**src/hw/io_port_pkg.sv**
```systemverilog
/*
 * I/O port package
 * Address and data widths, port count and the base addresses of the
 * read and write port blocks shared by the port check stage
 */

package io_port_pkg;

    // ----------------------------------------------------------
    // Processor side widths
    // ----------------------------------------------------------

    // Word address presented by the processor
    localparam int ADDR_WIDTH = 10;

    // Data word carried by every port
    localparam int WORD_WIDTH = 16;

    // ----------------------------------------------------------
    // Port blocks
    // ----------------------------------------------------------

    // Same count on the read side and on the write side
    localparam int PORT_COUNT = 4;

    // Bits needed to index one port within its block
    localparam int PORT_ADDR_WIDTH = 2;

    // Read ports sit at 0x010 through 0x013
    localparam logic [ADDR_WIDTH-1:0] RD_PORT_BASE_ADDR = 10'h010;

    // Write ports sit at 0x020 through 0x023
    localparam logic [ADDR_WIDTH-1:0] WR_PORT_BASE_ADDR = 10'h020;

    // ----------------------------------------------------------
    // Configuration word
    // ----------------------------------------------------------

    // Low half holds read enables and high half holds write enables
    localparam int CFG_WIDTH = 2 * PORT_COUNT;

endpackage

```
**src/hw/io_check.sv**
```systemverilog
/*
 * I/O address check
 * Decodes one address against a port block, selects that port's full
 * flag and substitutes the side's ready state for memory addresses
 */

`timescale 1ns/1ns

module io_check #(
    // Flag value that means ready (1 for reads, 0 for writes)
    parameter bit ready_state = 1'b1,
    parameter logic [io_port_pkg::ADDR_WIDTH-1:0] port_base_addr =
        io_port_pkg::RD_PORT_BASE_ADDR
) (
    input  logic                                   clock,
    input  logic                                   reset,
    input  logic                                   enable,
    input  logic [io_port_pkg::ADDR_WIDTH-1:0]     addr,
    input  logic [io_port_pkg::PORT_COUNT-1:0]     port_full,
    output logic                                   port_full_masked,
    output logic                                   addr_is_io,
    output logic [io_port_pkg::PORT_ADDR_WIDTH-1:0] port_index
);

    // ----------------------------------------------------------
    // Stage 1 range decode and flag select
    // ----------------------------------------------------------

    logic [io_port_pkg::ADDR_WIDTH-1:0]      addr_offset;
    logic [io_port_pkg::PORT_ADDR_WIDTH-1:0] port_index_next;
    logic                                    addr_hit;
    logic                                    full_selected;
    logic                                    full_selected_q;

    // Addresses below the base wrap to a large offset and miss
    assign addr_offset = addr - port_base_addr;

    // Hit only for an enabled request inside the block
    assign addr_hit = enable && (addr_offset < io_port_pkg::PORT_COUNT);

    // Low offset bits index the port
    assign port_index_next = addr_offset[io_port_pkg::PORT_ADDR_WIDTH-1:0];

    // Flag of the addressed port, meaningful only on a hit
    assign full_selected = port_full[port_index_next];

    // Hit is control state and clears on reset
    always_ff @(posedge clock) begin
        if (reset) begin
            addr_is_io <= 1'b0;
        end else begin
            addr_is_io <= addr_hit;
        end
    end

    // Flag and index only matter while addr_is_io is high
    always_ff @(posedge clock) begin
        full_selected_q <= full_selected;
        port_index      <= port_index_next;
    end

    // ----------------------------------------------------------
    // Stage 2 masking
    // ----------------------------------------------------------

    // Memory is always ready so a miss reports the ready state
    assign port_full_masked = addr_is_io ? full_selected_q : ready_state;

    // A reported hit names the real port that the sampled address pointed at
    assert property (@(posedge clock) disable iff (reset)
        addr_is_io |-> $past(enable) &&
            (int'($past(addr)) == int'(port_base_addr) + int'(port_index)))
    else $error("io_check: I/O hit with port_index %0d off its address", port_index);

endmodule

```
**src/hw/io_read.sv**
```systemverilog
/*
 * Read side of the I/O port stage
 * Checks the read address, reports readiness one cycle later and pops
 * the selected read port while returning its data word
 */

`timescale 1ns/1ns

module io_read (
    input  logic                                   clock,
    input  logic                                   reset,
    input  logic                                   rd_enable,
    input  logic [io_port_pkg::ADDR_WIDTH-1:0]     rd_addr,
    input  logic [io_port_pkg::PORT_COUNT-1:0]     rd_port_full,
    input  logic [io_port_pkg::PORT_COUNT-1:0][io_port_pkg::WORD_WIDTH-1:0] rd_port_data,
    input  logic [io_port_pkg::PORT_COUNT-1:0]     rd_port_enable,
    output logic                                   rd_is_io,
    output logic                                   rd_ready,
    output logic [io_port_pkg::WORD_WIDTH-1:0]     rd_data,
    output logic [io_port_pkg::PORT_COUNT-1:0]     rd_port_pop
);

    logic [io_port_pkg::PORT_COUNT-1:0]      port_full_gated;
    logic [io_port_pkg::PORT_ADDR_WIDTH-1:0] port_index;
    logic [io_port_pkg::PORT_COUNT-1:0][io_port_pkg::WORD_WIDTH-1:0] port_data_q;

    // ----------------------------------------------------------
    // Port gating and address check
    // ----------------------------------------------------------

    // A disabled read port never shows data available
    assign port_full_gated = rd_port_full & rd_port_enable;

    io_check #(
        .ready_state    (1'b1),
        .port_base_addr (io_port_pkg::RD_PORT_BASE_ADDR)
    ) rd_check (
        .clock            (clock),
        .reset            (reset),
        .enable           (rd_enable),
        .addr             (rd_addr),
        .port_full        (port_full_gated),
        .port_full_masked (rd_ready),
        .addr_is_io       (rd_is_io),
        .port_index       (port_index)
    );

    // ----------------------------------------------------------
    // Data path
    // ----------------------------------------------------------

    // Capture every port word alongside stage 1 of the check
    always_ff @(posedge clock) begin
        port_data_q <= rd_port_data;
    end

    // Word of the addressed port
    // valid only when the access is a ready I/O read
    assign rd_data = port_data_q[port_index];

    // ----------------------------------------------------------
    // Pop strobe
    // ----------------------------------------------------------

    // One-hot pop on the addressed port when it is I/O and ready
    always_comb begin
        for (int i = 0; i < io_port_pkg::PORT_COUNT; i++) begin
            rd_port_pop[i] = rd_is_io && rd_ready &&
                (port_index == io_port_pkg::PORT_ADDR_WIDTH'(i));
        end
    end

    // At most one read port is popped per cycle
    assert property (@(posedge clock) disable iff (reset)
        $onehot0(rd_port_pop))
    else $error("io_read: rd_port_pop %b is not one-hot", rd_port_pop);

    // A pop only goes to a port that was enabled when it was sampled
    assert property (@(posedge clock) disable iff (reset)
        |rd_port_pop |-> |(rd_port_pop & $past(rd_port_enable)))
    else $error("io_read: pop issued to a disabled port");

endmodule

```
**src/hw/io_write.sv**
```systemverilog
/*
 * Write side of the I/O port stage
 * Checks the write address, reports readiness one cycle later and
 * pushes the registered write word into the selected write port
 */

`timescale 1ns/1ns

module io_write (
    input  logic                                   clock,
    input  logic                                   reset,
    input  logic                                   wr_enable,
    input  logic [io_port_pkg::ADDR_WIDTH-1:0]     wr_addr,
    input  logic [io_port_pkg::WORD_WIDTH-1:0]     wr_data,
    input  logic [io_port_pkg::PORT_COUNT-1:0]     wr_port_full,
    input  logic [io_port_pkg::PORT_COUNT-1:0]     wr_port_enable,
    output logic                                   wr_is_io,
    output logic                                   wr_ready,
    output logic [io_port_pkg::PORT_COUNT-1:0]     wr_port_push,
    output logic [io_port_pkg::WORD_WIDTH-1:0]     wr_port_data
);

    logic [io_port_pkg::PORT_COUNT-1:0]      port_full_gated;
    logic [io_port_pkg::PORT_ADDR_WIDTH-1:0] port_index;
    logic                                    port_full_masked;

    // ----------------------------------------------------------
    // Port gating and address check
    // ----------------------------------------------------------

    // A disabled write port always looks full
    assign port_full_gated = wr_port_full | ~wr_port_enable;

    io_check #(
        .ready_state    (1'b0),
        .port_base_addr (io_port_pkg::WR_PORT_BASE_ADDR)
    ) wr_check (
        .clock            (clock),
        .reset            (reset),
        .enable           (wr_enable),
        .addr             (wr_addr),
        .port_full        (port_full_gated),
        .port_full_masked (port_full_masked),
        .addr_is_io       (wr_is_io),
        .port_index       (port_index)
    );

    // Ready means the selected port has space, or memory
    assign wr_ready = ~port_full_masked;

    // ----------------------------------------------------------
    // Data path
    // ----------------------------------------------------------

    // Write word lines up with the registered check result
    always_ff @(posedge clock) begin
        wr_port_data <= wr_data;
    end

    // ----------------------------------------------------------
    // Push strobe
    // ----------------------------------------------------------

    // One-hot push on the addressed port when it has space
    always_comb begin
        for (int i = 0; i < io_port_pkg::PORT_COUNT; i++) begin
            wr_port_push[i] = wr_is_io && wr_ready &&
                (port_index == io_port_pkg::PORT_ADDR_WIDTH'(i));
        end
    end

    // Push follows a write that was enabled and had space one cycle back
    assert property (@(posedge clock) disable iff (reset)
        |wr_port_push |-> wr_ready && $past(wr_enable))
    else $error("io_write: push without a ready write request");

    // Pushed port was neither full nor disabled when sampled
    assert property (@(posedge clock) disable iff (reset)
        |wr_port_push |-> ~|(wr_port_push & $past(port_full_gated)))
    else $error("io_write: push into a full or disabled port");

endmodule

```
**src/hw/io_port_config.sv**
```systemverilog
/*
 * Port enable register block
 * Holds the read and write port enable masks, loaded together from
 * one configuration word
 */

`timescale 1ns/1ns

module io_port_config (
    input  logic                               clock,
    input  logic                               reset,
    input  logic                               cfg_write,
    input  logic [io_port_pkg::CFG_WIDTH-1:0]  cfg_data,
    output logic [io_port_pkg::PORT_COUNT-1:0] rd_port_enable,
    output logic [io_port_pkg::PORT_COUNT-1:0] wr_port_enable
);

    // ----------------------------------------------------------
    // Field split
    // ----------------------------------------------------------

    logic [io_port_pkg::PORT_COUNT-1:0] rd_enable_next;
    logic [io_port_pkg::PORT_COUNT-1:0] wr_enable_next;

    // Low half of the word enables read ports
    assign rd_enable_next = cfg_data[io_port_pkg::PORT_COUNT-1:0];

    // High half enables write ports
    assign wr_enable_next =
        cfg_data[io_port_pkg::CFG_WIDTH-1:io_port_pkg::PORT_COUNT];

    // ----------------------------------------------------------
    // Mask registers
    // ----------------------------------------------------------

    // All ports come out of reset enabled
    // a write updates both masks at once
    always_ff @(posedge clock) begin
        if (reset) begin
            rd_port_enable <= '1;
            wr_port_enable <= '1;
        end else if (cfg_write) begin
            rd_port_enable <= rd_enable_next;
            wr_port_enable <= wr_enable_next;
        end
    end

    // Masks only move on a configuration write
    assert property (@(posedge clock) disable iff (reset)
        !$past(cfg_write) && !$past(reset) |->
            $stable(rd_port_enable) && $stable(wr_port_enable))
    else $error("io_port_config: enable mask changed without cfg_write");

endmodule

```
**src/hw/io_subsystem.sv**
```systemverilog
/*
 * I/O port check subsystem
 * Joins the port enable registers with the read and write sides
 */

`timescale 1ns/1ns

module io_subsystem (
    input  logic                                   clock,
    input  logic                                   reset,
    // Read request and read ports
    input  logic                                   rd_enable,
    input  logic [io_port_pkg::ADDR_WIDTH-1:0]     rd_addr,
    input  logic [io_port_pkg::PORT_COUNT-1:0]     rd_port_full,
    input  logic [io_port_pkg::PORT_COUNT-1:0][io_port_pkg::WORD_WIDTH-1:0] rd_port_data,
    output logic                                   rd_is_io,
    output logic                                   rd_ready,
    output logic [io_port_pkg::WORD_WIDTH-1:0]     rd_data,
    output logic [io_port_pkg::PORT_COUNT-1:0]     rd_port_pop,
    // Write request and write ports
    input  logic                                   wr_enable,
    input  logic [io_port_pkg::ADDR_WIDTH-1:0]     wr_addr,
    input  logic [io_port_pkg::WORD_WIDTH-1:0]     wr_data,
    input  logic [io_port_pkg::PORT_COUNT-1:0]     wr_port_full,
    output logic                                   wr_is_io,
    output logic                                   wr_ready,
    output logic [io_port_pkg::PORT_COUNT-1:0]     wr_port_push,
    output logic [io_port_pkg::WORD_WIDTH-1:0]     wr_port_data,
    // Port enable configuration
    input  logic                                   cfg_write,
    input  logic [io_port_pkg::CFG_WIDTH-1:0]      cfg_data
);

    // Enable masks from the register block
    logic [io_port_pkg::PORT_COUNT-1:0] rd_port_enable;
    logic [io_port_pkg::PORT_COUNT-1:0] wr_port_enable;

    // ----------------------------------------------------------
    // Configuration
    // ----------------------------------------------------------

    io_port_config config0 (
        .clock          (clock),
        .reset          (reset),
        .cfg_write      (cfg_write),
        .cfg_data       (cfg_data),
        .rd_port_enable (rd_port_enable),
        .wr_port_enable (wr_port_enable)
    );

    // ----------------------------------------------------------
    // Read and write sides
    // ----------------------------------------------------------

    io_read read0 (
        .clock          (clock),
        .reset          (reset),
        .rd_enable      (rd_enable),
        .rd_addr        (rd_addr),
        .rd_port_full   (rd_port_full),
        .rd_port_data   (rd_port_data),
        .rd_port_enable (rd_port_enable),
        .rd_is_io       (rd_is_io),
        .rd_ready       (rd_ready),
        .rd_data        (rd_data),
        .rd_port_pop    (rd_port_pop)
    );

    io_write write0 (
        .clock          (clock),
        .reset          (reset),
        .wr_enable      (wr_enable),
        .wr_addr        (wr_addr),
        .wr_data        (wr_data),
        .wr_port_full   (wr_port_full),
        .wr_port_enable (wr_port_enable),
        .wr_is_io       (wr_is_io),
        .wr_ready       (wr_ready),
        .wr_port_push   (wr_port_push),
        .wr_port_data   (wr_port_data)
    );

endmodule

```
**config.mk**
```make
export PLATFORM = sky130hd
export DESIGN_NAME = io_subsystem
export DESIGN_NICKNAME = d
export VERILOG_FILES = /design/src/hw/io_port_pkg.sv /design/src/hw/io_check.sv /design/src/hw/io_read.sv /design/src/hw/io_write.sv /design/src/hw/io_port_config.sv /design/src/hw/io_subsystem.sv
export SDC_FILE = /design/constraint.sdc
export NUM_CORES = 1
export LEC_CHECK = 0
export BUFFER_PORTS_ARGS = -buffer_cell sky130_fd_sc_hd__buf_2
export CORE_UTILIZATION = 42
export CTS_CLUSTER_DIAMETER = 80
export DETAILED_ROUTE_END_ITERATION = 8
export HOLD_SLACK_MARGIN = 0.1
export PLACE_DENSITY_LB_ADDON = 0.08
export SLEW_MARGIN = 20
export SYNTH_ARGS = -nofsm -noshare
export SYNTH_HDL_FRONTEND = slang
export SYNTH_SLANG_ARGS = --single-unit
```
**constraint.sdc**
```tcl
create_clock -name clock -period 1.8 [get_ports clock]
set_clock_uncertainty 0.05 [all_clocks]
set_input_delay 0.36 -clock clock [delete_from_list [all_inputs] [get_ports clock]]
set_output_delay 0.36 -clock clock [all_outputs]
set_load 0.005 [all_outputs]
```
==> results.sh, run 1 <==
export IMPL_clk_latency_ns=0.36
export IMPL_reg2reg_from="config0.rd_port_enable[3]"
export IMPL_avgSynthCellArea_sq_um=16.2
export IMPL_power_density_nw_per_um2=863
export IMPL_grt_pass1_vias=2362
export IMPL_grt_pass1_wl_mm=10.5
export IMPL_drcViolationCount=0
export IMPL_slowest_stage="mux4_2"
export IMPL_netlist_area_sq_um=2720
export IMPL_synth_cell_type_count=25
export IMPL_drt_iter0_markers=38
export IMPL_failed_checks="setup timing"
export IMPL_worstPathMaxFanout=5
export IMPL_cts_htree_levels=3
export IMPL_hold_class="in -> reg"
export IMPL_yosysWarnings=0
export IMPL_critPathRequiredTime_ns=1.39
export IMPL_layout_area_overhead_vs_synth_pct=74.6
export IMPL_p_clk_share_pct=31.8
export IMPL_cap_violations=0
export IMPL_die_x_microns=82.5
export IMPL_cts_sinks=96
export IMPL_rsz0062_at_grt="yes"
export IMPL_io_buffers=164
export IMPL_synth_fp_nets=290
export IMPL_async_flop_share_pct=0
export IMPL_synth_area_leader_cell="dfxtp_1"
export IMPL_p_comb_share_pct=12.5
export IMPL_min_period_ns=1.97
export IMPL_cts_clk_slew_worst_paths_ns=0.09
export IMPL_dpl_cell_count=403
export IMPL_num_vias=2271
export IMPL_gr_total_overflow=0
export IMPL_gp_congestion=0.748
export IMPL_stdcell_count=506
export IMPL_final_cell_mix="buf_2 (162), dfxtp_1 (95), dlygate4sd3_1 (84)"
export IMPL_via_per_inst=4.49
export IMPL_r2r_cells=2
export IMPL_cp_start_kind="flip-flop"
export IMPL_final_setup_viol_count=16
export IMPL_p_int_w=0.00319
export IMPL_dp_hpwl_mm=4.14
export IMPL_drv_slew=0
export IMPL_grt_max_degree=20
export IMPL_rows=28
export IMPL_worst_slack_ns=-0.175
export IMPL_drive_gt1_share_pct=48.5
export IMPL_cp_endpoint="rd_data[14]"
export IMPL_antenna_left=0
export IMPL_slew_headroom_pct=82.9
export IMPL_start_util_pct=44.6
export IMPL_ys_ff_latch=96
export IMPL_outcome="finished with violations"
export IMPL_grt_usage_pct=22.0
export IMPL_slowest_delay_ns=0.49
export IMPL_core_area_sq_um=6100
export IMPL_grt_antenna_before_repair=0
export IMPL_worstPathArrival_ns=1.56
export IMPL_hold_viol_final=0
export IMPL_synth_edf_count=0
export IMPL_power_frac_seq_pct=55.7
export IMPL_critical_path_class="reg -> out"
export IMPL_root_buffer="clkbuf_8"
export IMPL_crit_path_start="read0.rd_check.port_index[0]"
export IMPL_switching_share_pct=22.2
export IMPL_crit_chain="clkbuf_16, mux4_2, buf_2"
export IMPL_peakVddDrop_mv=0.644
export IMPL_seq_area_frac_synth_pct=70.6
export IMPL_r2r_end="read0.rd_check.full_selected_q"
export IMPL_clockBufferDepth=2
export IMPL_synthTopCellsByArea="dfxtp_1 (71%), mux4_2 (14%), a211o_1 (2.6%)"
export IMPL_ios=165
export IMPL_cts_tree="done"
export IMPL_worstSetupEndpointType="primary output"
export IMPL_antenna_cells=0
export IMPL_synth_top_cell_area_share_pct=70.6
export IMPL_dr_pass1_iters=4
export IMPL_final_common_cell="buf_2"
export IMPL_synthCells=168
export IMPL_r2r_slack_ns=0.75
export IMPL_fp_dieArea_sq_um=6810
export IMPL_finalWirelength_mm=7.21
export IMPL_die_h_microns=82.5
export IMPL_synth_ff_type="dfxtp_1"
export IMPL_drt_wirelength_per_cell_microns=14.2
export IMPL_nNetsFinal=548
export IMPL_tightest_slew_ns=0.254
export IMPL_power_switching_w=0.000911
export IMPL_fmax_mhz=506
export IMPL_fin_total_pwr_w=0.00410
export IMPL_tns_ns=-2.54
export IMPL_period_share_pct=110
export IMPL_numCtsBuffers=9
export IMPL_power_leakage_nw=2.21
Yosys cell counts, types with 2 or more instances:
| cell | number |
|---|---|
| a211o_1 | 8 |
| and2_1 | 4 |
| and4b_1 | 2 |
| buf_2 | 3 |
| dfxtp_1 | 96 |
| inv_1 | 3 |
| mux4_2 | 17 |
| nand2_1 | 2 |
| nand2b_1 | 6 |
| nor2_1 | 2 |
| nor2b_1 | 8 |
| nor3_1 | 2 |
| nor4b_1 | 2 |
| nor4bb_1 | 2 |
cell type report:
class                   count  area [sq um]
repair buffers            253          1780
inverters                   3          11.3
clock buffers              11           151
well taps                  75          93.8
fillers                   391          1350
clock inverters             5          41.3
flip-flops and latches     96          1930
multi-input cells          63           749
logic make-up (layout without fill, tap and decap cells):
logic type      Yosys count  in the layout  synth area share (%)
mux                      18             18                  15.0
flops                    96             96                  70.6
fa+ha+maj                 1              1                 0.460
simple gates             35             35                  8.74
xor+xnor                  1              1                 0.322
compound gates            8              8                  2.57
buf+inv                   9            272                  2.25
power by group through the flow:
stage                     Clock [W]  Combinational, W  Sequential [W]
after floorplan                   0          0.000146         0.00232
after detailed placement          0          0.000340         0.00233
final                       0.00130          0.000512         0.00228
after global routing        0.00143          0.000556         0.00230
after CTS                   0.00135          0.000493         0.00228
after global placement            0          0.000334         0.00232
critical path, delay by kind of cell, from the launching register on:
kind                   cells  cell delay (ns)
muxes                      1             0.49
DFF                        1             0.41
buffers and inverters      2             0.31
worst min-delay path by stage:
stage,start,slack [ns],depth (start not counted),endpoint
after detailed placement,rd_port_data[31],0.41,1,read0.port_data_q[31]
after global placement,rd_port_data[48],0.41,1,read0.port_data_q[48]
after global routing,cfg_data[3],0.13,2,config0.rd_port_enable[3]
after CTS,cfg_data[3],0.13,2,config0.rd_port_enable[3]
after floorplan,rd_port_data[0],0.34,0,read0.port_data_q[0]
final,cfg_data[3],0.15,2,config0.rd_port_enable[3]
metal layers:
layer,share of wire [%],vias to the layer above,GRT usage (%)
met5,0,-,0
met4,2.1,0,9.83
met3,7.0,16,8.90
met2,56,100,42.9
met1,35,1044,19.3
li1,-,1111,-
state kept, by name, indices dropped and copies added (netlist names):
| name | cells |
|---|---|
| read0.port_data_q | 64 |
| read0.rd_check.full_selected_q | 1 |
| write0.wr_check.addr_is_io | 1 |
| read0.rd_check.port_index | 2 |
| read0.rd_check.addr_is_io | 1 |
| write0.wr_check.full_selected_q | 1 |
| config0.rd_port_enable | 4 |
| write0.wr_port_data | 16 |
| write0.wr_check.port_index | 2 |
| config0.wr_port_enable | 4 |
per-stage QoR:
step | util [%] | hold slack (ns) | setup WS (ns) | instance area (sq um)
after floorplan | - | 0.338 | 0.280 | 2720
after global placement | 59.5 | 0.412 | 0.158 | 3630
after detailed placement | 59.5 | 0.414 | 0.152 | 3630
after CTS | 77.0 | 0.133 | -0.210 | 4690
after global routing | 77.9 | 0.133 | -0.236 | 4750
final | 77.9 | 0.154 | -0.175 | 4750
repair_timing:
action,4_1_cts,5_1_grt
cloned,1,1
endpoints found under the hold margin,84,0
pin swaps,0,1
buffers inserted,1,0
gates resized for setup,4,6
endpoints found under the setup margin,16,20
hold buffers,84,0
No activity file was read; power rests on OpenSTA's default activity.
==> run 2: changes to the inputs <==
--- a/config.mk
+++ b/config.mk
@@ -6,7 +6,7 @@
 export NUM_CORES = 1
 export LEC_CHECK = 0
 export BUFFER_PORTS_ARGS = -buffer_cell sky130_fd_sc_hd__buf_2
-export CORE_UTILIZATION = 42
+export CORE_UTILIZATION = 40
 export CTS_CLUSTER_DIAMETER = 80
 export DETAILED_ROUTE_END_ITERATION = 8
 export HOLD_SLACK_MARGIN = 0.1
==> run 2 against run 1 <==
The run ends with DRC, setup timing left. Hold slack better by 0.0058 ns. Clock power fell by 3%. Sequential share of layout area is 0.40 points higher. Core utilization down 5.1 points. Non-clock buffer count shrank 1. Combinational power decreased by 3%. Sequential power is essentially flat. Via count down 2.2%. Die area grew 4.9%. Wire length fell by 8.2%. Count of clock-buffer cells in the layout up 1. Highest routed layer unchanged.
==> results.sh, run 2 (synthesis results as in run 1) <==
export IMPL_grt_pass1_wl_mm=10.4
export IMPL_drive_gt1_share_pct=47.4
export IMPL_cts_htree_levels=3
export IMPL_numCtsBuffers=9
export IMPL_postCtsSetupRepairBufs=0
export IMPL_cap_violations=0
export IMPL_worstSetupEndpointType="primary output"
export IMPL_drt_wirelength_per_cell_microns=13.0
export IMPL_n_fill_cell=470
export IMPL_cp_start_kind="flip-flop"
export IMPL_tightest_slew_ns=0.255
export IMPL_fin_util_pct=72.8
export IMPL_layout_area_overhead_vs_synth_pct=72.9
export IMPL_slowest_stage="mux4_2"
export IMPL_fp_dieArea_sq_um=7140
export IMPL_worstPathMaxFanout=7
export IMPL_r2r_end="read0.rd_check.full_selected_q"
export IMPL_r2r_slack_ns=0.73
export IMPL_rsz0062_at_grt="yes"
export IMPL_hold_class="in -> reg"
export IMPL_hold_viol_final=0
export IMPL_dpl_cell_count=406
export IMPL_ios=165
export IMPL_holdPathEnd="config0.rd_port_enable[3]"
export IMPL_core_area_sq_um=6460
export IMPL_rows=29
export IMPL_slowest_delay_ns=0.51
export IMPL_clk_latency_ns=0.35
export IMPL_failed_checks="DRC, setup timing"
export IMPL_largest_reg_flops=64
export IMPL_slew_headroom_pct=82.8
export IMPL_path_buf_inv=2
export IMPL_top_register="read0.port_data_q"
export IMPL_path_depth=3
export IMPL_power_density_nw_per_um2=858
export IMPL_grt_pass1_vias=2453
export IMPL_die_h_microns=84.5
export IMPL_root_buffer="clkbuf_8"
export IMPL_nNetsFinal=547
export IMPL_dp_hpwl_mm=4.12
export IMPL_worst_slack_ns=-0.143
export IMPL_critical_path_class="reg -> out"
export IMPL_start_util_pct=42.1
export IMPL_crit_chain="buf_12, mux4_2, buf_6"
export IMPL_antenna_cells=0
export IMPL_num_vias=2222
export IMPL_drcViolationCount=7
export IMPL_cts_sinks=96
export IMPL_multiInputGateArea_sq_um=734
export IMPL_final_cell_mix="buf_2 (163), dfxtp_1 (95), dlygate4sd3_1 (84)"
export IMPL_cts_clk_slew_worst_paths_ns=0.09
export IMPL_final_common_cell="buf_2"
export IMPL_via_per_inst=4.38
export IMPL_finalWirelength_mm=6.62
export IMPL_final_setup_viol_count=16
export IMPL_drt_iter0_markers=41
export IMPL_worstPathArrival_ns=1.53
export IMPL_gr_total_overflow=0
export IMPL_critPathRequiredTime_ns=1.39
export IMPL_power_leakage_nw=2.19
export IMPL_period_share_pct=108
export IMPL_cp_top_family="multiplexers"
export IMPL_gp_congestion=0.731
export IMPL_cts_tree="done"
export IMPL_reg_largest_list="read0.port_data_q: 64 flops, write0.wr_port_data: 16 flops"
export IMPL_drv_slew=0
export IMPL_clockBufferDepth=2
export IMPL_reg2reg_from="config0.rd_port_enable[1]"
export IMPL_die_x_microns=84.5
export IMPL_io_buffers=164
export IMPL_regArea_sq_um=1930
export IMPL_outcome="finished with violations"
export IMPL_grt_usage_pct=19.4
export IMPL_min_period_ns=1.94
export IMPL_grt_max_degree=20
export IMPL_peakVddDrop_mv=0.491
export IMPL_dr_pass1_iters=9
export IMPL_hold_depth=2
export IMPL_grt_antenna_before_repair=0
export IMPL_r2r_cells=2
export IMPL_stdcell_count=507
export IMPL_fmax_mhz=515
export IMPL_antenna_left=0
export IMPL_min_delay_start="cfg_data[3]"
## run 2: cell count changes in the layout (fill, tap and decap cells not counted), moves of 2 or more
cell      change
buf_6         -2
nor3_2        -2
clkinv_4      -2
nor3_1        +2
## run 2: how the worst max path moves through the flow
stage,from,end,slack [ns]
after floorplan,read0.rd_check.port_index[0],rd_data[10],0.28
after global placement,read0.rd_check.port_index[0],rd_data[3],0.15
after detailed placement,read0.rd_check.port_index[0],rd_data[7],0.14
after CTS,read0.rd_check.port_index[0],rd_data[7],-0.17
after global routing,read0.rd_check.port_index[0],rd_data[10],-0.20
final,read0.rd_check.port_index[0],rd_data[10],-0.14
## run 2: power breakdown
part	internal, W	switching (W)	leakage (nW)
Clock	0.000578	0.000685	0.0886
Sequential	0.00224	0.0000370	0.809
Combinational	0.000356	0.000142	1.29
## run 2: timing repair
item | 4_1_cts | 5_1_grt
gates resized for setup | 3 | 1
cloned | 0 | 1
endpoints found under the setup margin | 16 | 16
endpoints found under the hold margin | 84 | 0
hold buffers | 84 | 0
## run 2: per-stage QoR
stage               power, W  instance area (sq um)  hold slack, ns  setup TNS [ns]  setup WS [ns]
global placement     0.00266                   3650           0.413               0          0.151
CTS                  0.00406                   4670           0.144           -2.19         -0.171
floorplan            0.00246                   2720           0.338               0          0.280
finish               0.00404                   4700           0.160           -1.92         -0.143
detailed placement   0.00267                   3650           0.414               0          0.138
global route         0.00421                   4700           0.141           -2.84         -0.197
## run 2: final cells by class
type | count | share of cell area [%]
repair buffers | 252 | 37.3
clock buffers | 12 | 3.30
inverters | 3 | 0.239
well taps | 77 | 2.05
clock inverters | 4 | 0.612
multi-input cells | 63 | 15.6
flip-flops and latches | 96 | 40.9
## run 2: layer usage
metal	track usage (%)	share of wire (%)	up-vias
li1	-	-	1109
met4	9.40	3.3	0
met2	37.6	54	97
met3	6.00	6.8	19
met1	18.2	36	997
met5	0	0	-
==> run 3: changes to the inputs <==
==> constraint.sdc (replaced) <==
create_clock -name clock -period 2 [get_ports clock]
set_clock_uncertainty 0.05 [all_clocks]
set_input_delay 0.4 -clock clock [delete_from_list [all_inputs] [get_ports clock]]
set_output_delay 0.4 -clock clock [all_outputs]
set_load 0.005 [all_outputs]
==> run 3 against run 2 <==
The flow finishes with violations (DRC). Setup slack better by 0.16 ns. Sequential power down 10%. Core utilization down 0.39 points. Count of clock-buffer cells in the layout down 2. Non-clock buffer count down 2. Cell area down 0.53%. First-iteration DRC count down 9.8%. Critical path depth unchanged. Largest cell class unchanged.
==> results.sh, run 3 (synthesis results as in run 1) <==
export IMPL_outcome="finished with violations"
export IMPL_failed_checks="DRC"
export IMPL_cp_start_kind="flip-flop"
export IMPL_period_share_pct=99.0
export IMPL_drv_slew=0
export IMPL_min_period_ns=1.98
export IMPL_slowest_stage="mux4_2"
export IMPL_hold_viol_final=0
export IMPL_io_buffers=164
export IMPL_drcViolationCount=12
export IMPL_grt_antenna_before_repair=0
export IMPL_layout_area_overhead_vs_synth_pct=72.0
export IMPL_reg_largest_list="read0.port_data_q: 64 flops, write0.wr_port_data: 16 flops"
export IMPL_dr_pass1_iters=6
export IMPL_drt_iter0_markers=37
export IMPL_worstSetupEndpointType="primary output"
export IMPL_crit_chain="buf_8, mux4_2, buf_2"
export IMPL_cap_violations=0
export IMPL_power_density_nw_per_um2=799
export IMPL_grt_usage_pct=19.0
export IMPL_fin_util_pct=72.5
export IMPL_rsz0062_at_grt="yes"
export IMPL_min_delay_start="wr_addr[1]"
export IMPL_fmax_mhz=505
export IMPL_finalWirelength_mm=6.60
export IMPL_ios=165
export IMPL_dpl_cell_count=406
export IMPL_die_h_microns=84.5
export IMPL_stdcell_count=505
export IMPL_grt_max_degree=20
export IMPL_antenna_left=0
export IMPL_critPathRequiredTime_ns=1.55
export IMPL_gp_congestion=0.737
export IMPL_nNetsFinal=545
export IMPL_root_buffer="clkbuf_8"
export IMPL_num_vias=2220
export IMPL_via_per_inst=4.40
export IMPL_clockBufferDepth=2
export IMPL_whs_ns=0.134
export IMPL_reg2reg_from="config0.rd_port_enable[1]"
export IMPL_clk_latency_ns=0.35
export IMPL_die_x_microns=84.5
export IMPL_final_cell_mix="buf_2 (164), dfxtp_1 (95), dlygate4sd3_1 (81)"
export IMPL_slew_headroom_pct=82.7
export IMPL_cts_sinks=96
export IMPL_drive_gt1_share_pct=48.1
export IMPL_peakVddDrop_mv=0.488
export IMPL_core_area_sq_um=6460
export IMPL_hold_class="in -> reg"
export IMPL_final_setup_viol_count=0
export IMPL_cts_htree_levels=3
export IMPL_gr_total_overflow=0
export IMPL_worstPathArrival_ns=1.53
export IMPL_cts_clk_slew_worst_paths_ns=0.09
export IMPL_final_common_cell="buf_2"
export IMPL_critical_path_class="reg -> out"
export IMPL_tightest_slew_ns=0.256
export IMPL_numCtsBuffers=9
export IMPL_start_util_pct=42.1
export IMPL_dp_hpwl_mm=4.08
export IMPL_tns_ns=0
export IMPL_slowest_delay_ns=0.51
export IMPL_grt_pass1_vias=2323
export IMPL_top_register="read0.port_data_q"
export IMPL_rows=29
export IMPL_grt_pass1_wl_mm=10.2
export IMPL_crit_path_start="read0.rd_check.port_index[0]"
export IMPL_drt_wirelength_per_cell_microns=13.1
export IMPL_worstPathMaxFanout=6
export IMPL_antenna_cells=0
export IMPL_fp_dieArea_sq_um=7140
export IMPL_cts_tree="done"
export IMPL_largest_reg_flops=64
export IMPL_power_leakage_nw=2.19
==> run 3: cell count changes in the layout (fill, tap and decap cells not counted), sizes merged <==
cell / change
dlygate4sd3: -3
clkbuf: -2
buf: +1
bufinv: +1
inv: +1
==> run 3: final timing paths <==
check | end | slack [ns] | cells after the start
max reg2reg | read0.rd_check.full_selected_q | 0.93 | 2
min | write0.wr_check.port_index[1] | 0.13 | 1
min reg2reg | config0.rd_port_enable[1] | 0.51 | 2
max | rd_data[13] | 0.02 | 3
==> run 3: what timing repair did <==
action / 4_1_cts / 5_1_grt
cloned: 0 / 1
pin swaps: 0 / 0
gates resized for setup: 6 / 2
setup buffers: 1 / 0
endpoints found under the setup margin: 11 / 16
hold buffers: 79 / 2
endpoints found under the hold margin: 79 / 2
==> run 3: layout make-up <==
class | instances | area, sq um
fill | 444 | 1780
timing repair buffer | 250 | 1710
inverter | 3 | 11.3
tap | 77 | 96.3
sequential | 96 | 1930
multi-input combinational | 63 | 734
clock inverter | 6 | 67.6
clock buffer | 10 | 138
==> run 3: routing by layer <==
metal	vias up	global-route usage [%]	wire length, microns
met4	0	5.08	49
met5	-	0	0
met2	85	37.6	3760
met1	1026	17.6	2320
met3	4	8.06	475
li1	1105	-	-
==> run 3: power by group <==
part,switching (W),internal [W],total (W)
Sequential,0.0000328,0.00202,0.00205
Clock,0.000638,0.000616,0.00125
Combinational,0.000126,0.000312,0.000437
Total,0.000797,0.00294,0.00374
==> run 3: worst max-delay path, delay by kind of cell, from the launching register on <==
| family | cells | cell delay, ns |
|---|---|---|
| buf+inv | 2 | 0.28 |
| flops | 1 | 0.40 |
| mux | 1 | 0.51 |
==> run 3: through the flow <==
stage | setup slack (ns) | cell area [sq um] | total power, W
after floorplan | 0.440 | 2720 | 0.00222
after global placement | 0.296 | 3610 | 0.00239
after detailed placement | 0.288 | 3610 | 0.00239
after CTS | 0.00127 | 4630 | 0.00378
after global routing | -0.0530 | 4680 | 0.00392
final | 0.0197 | 4680 | 0.00374
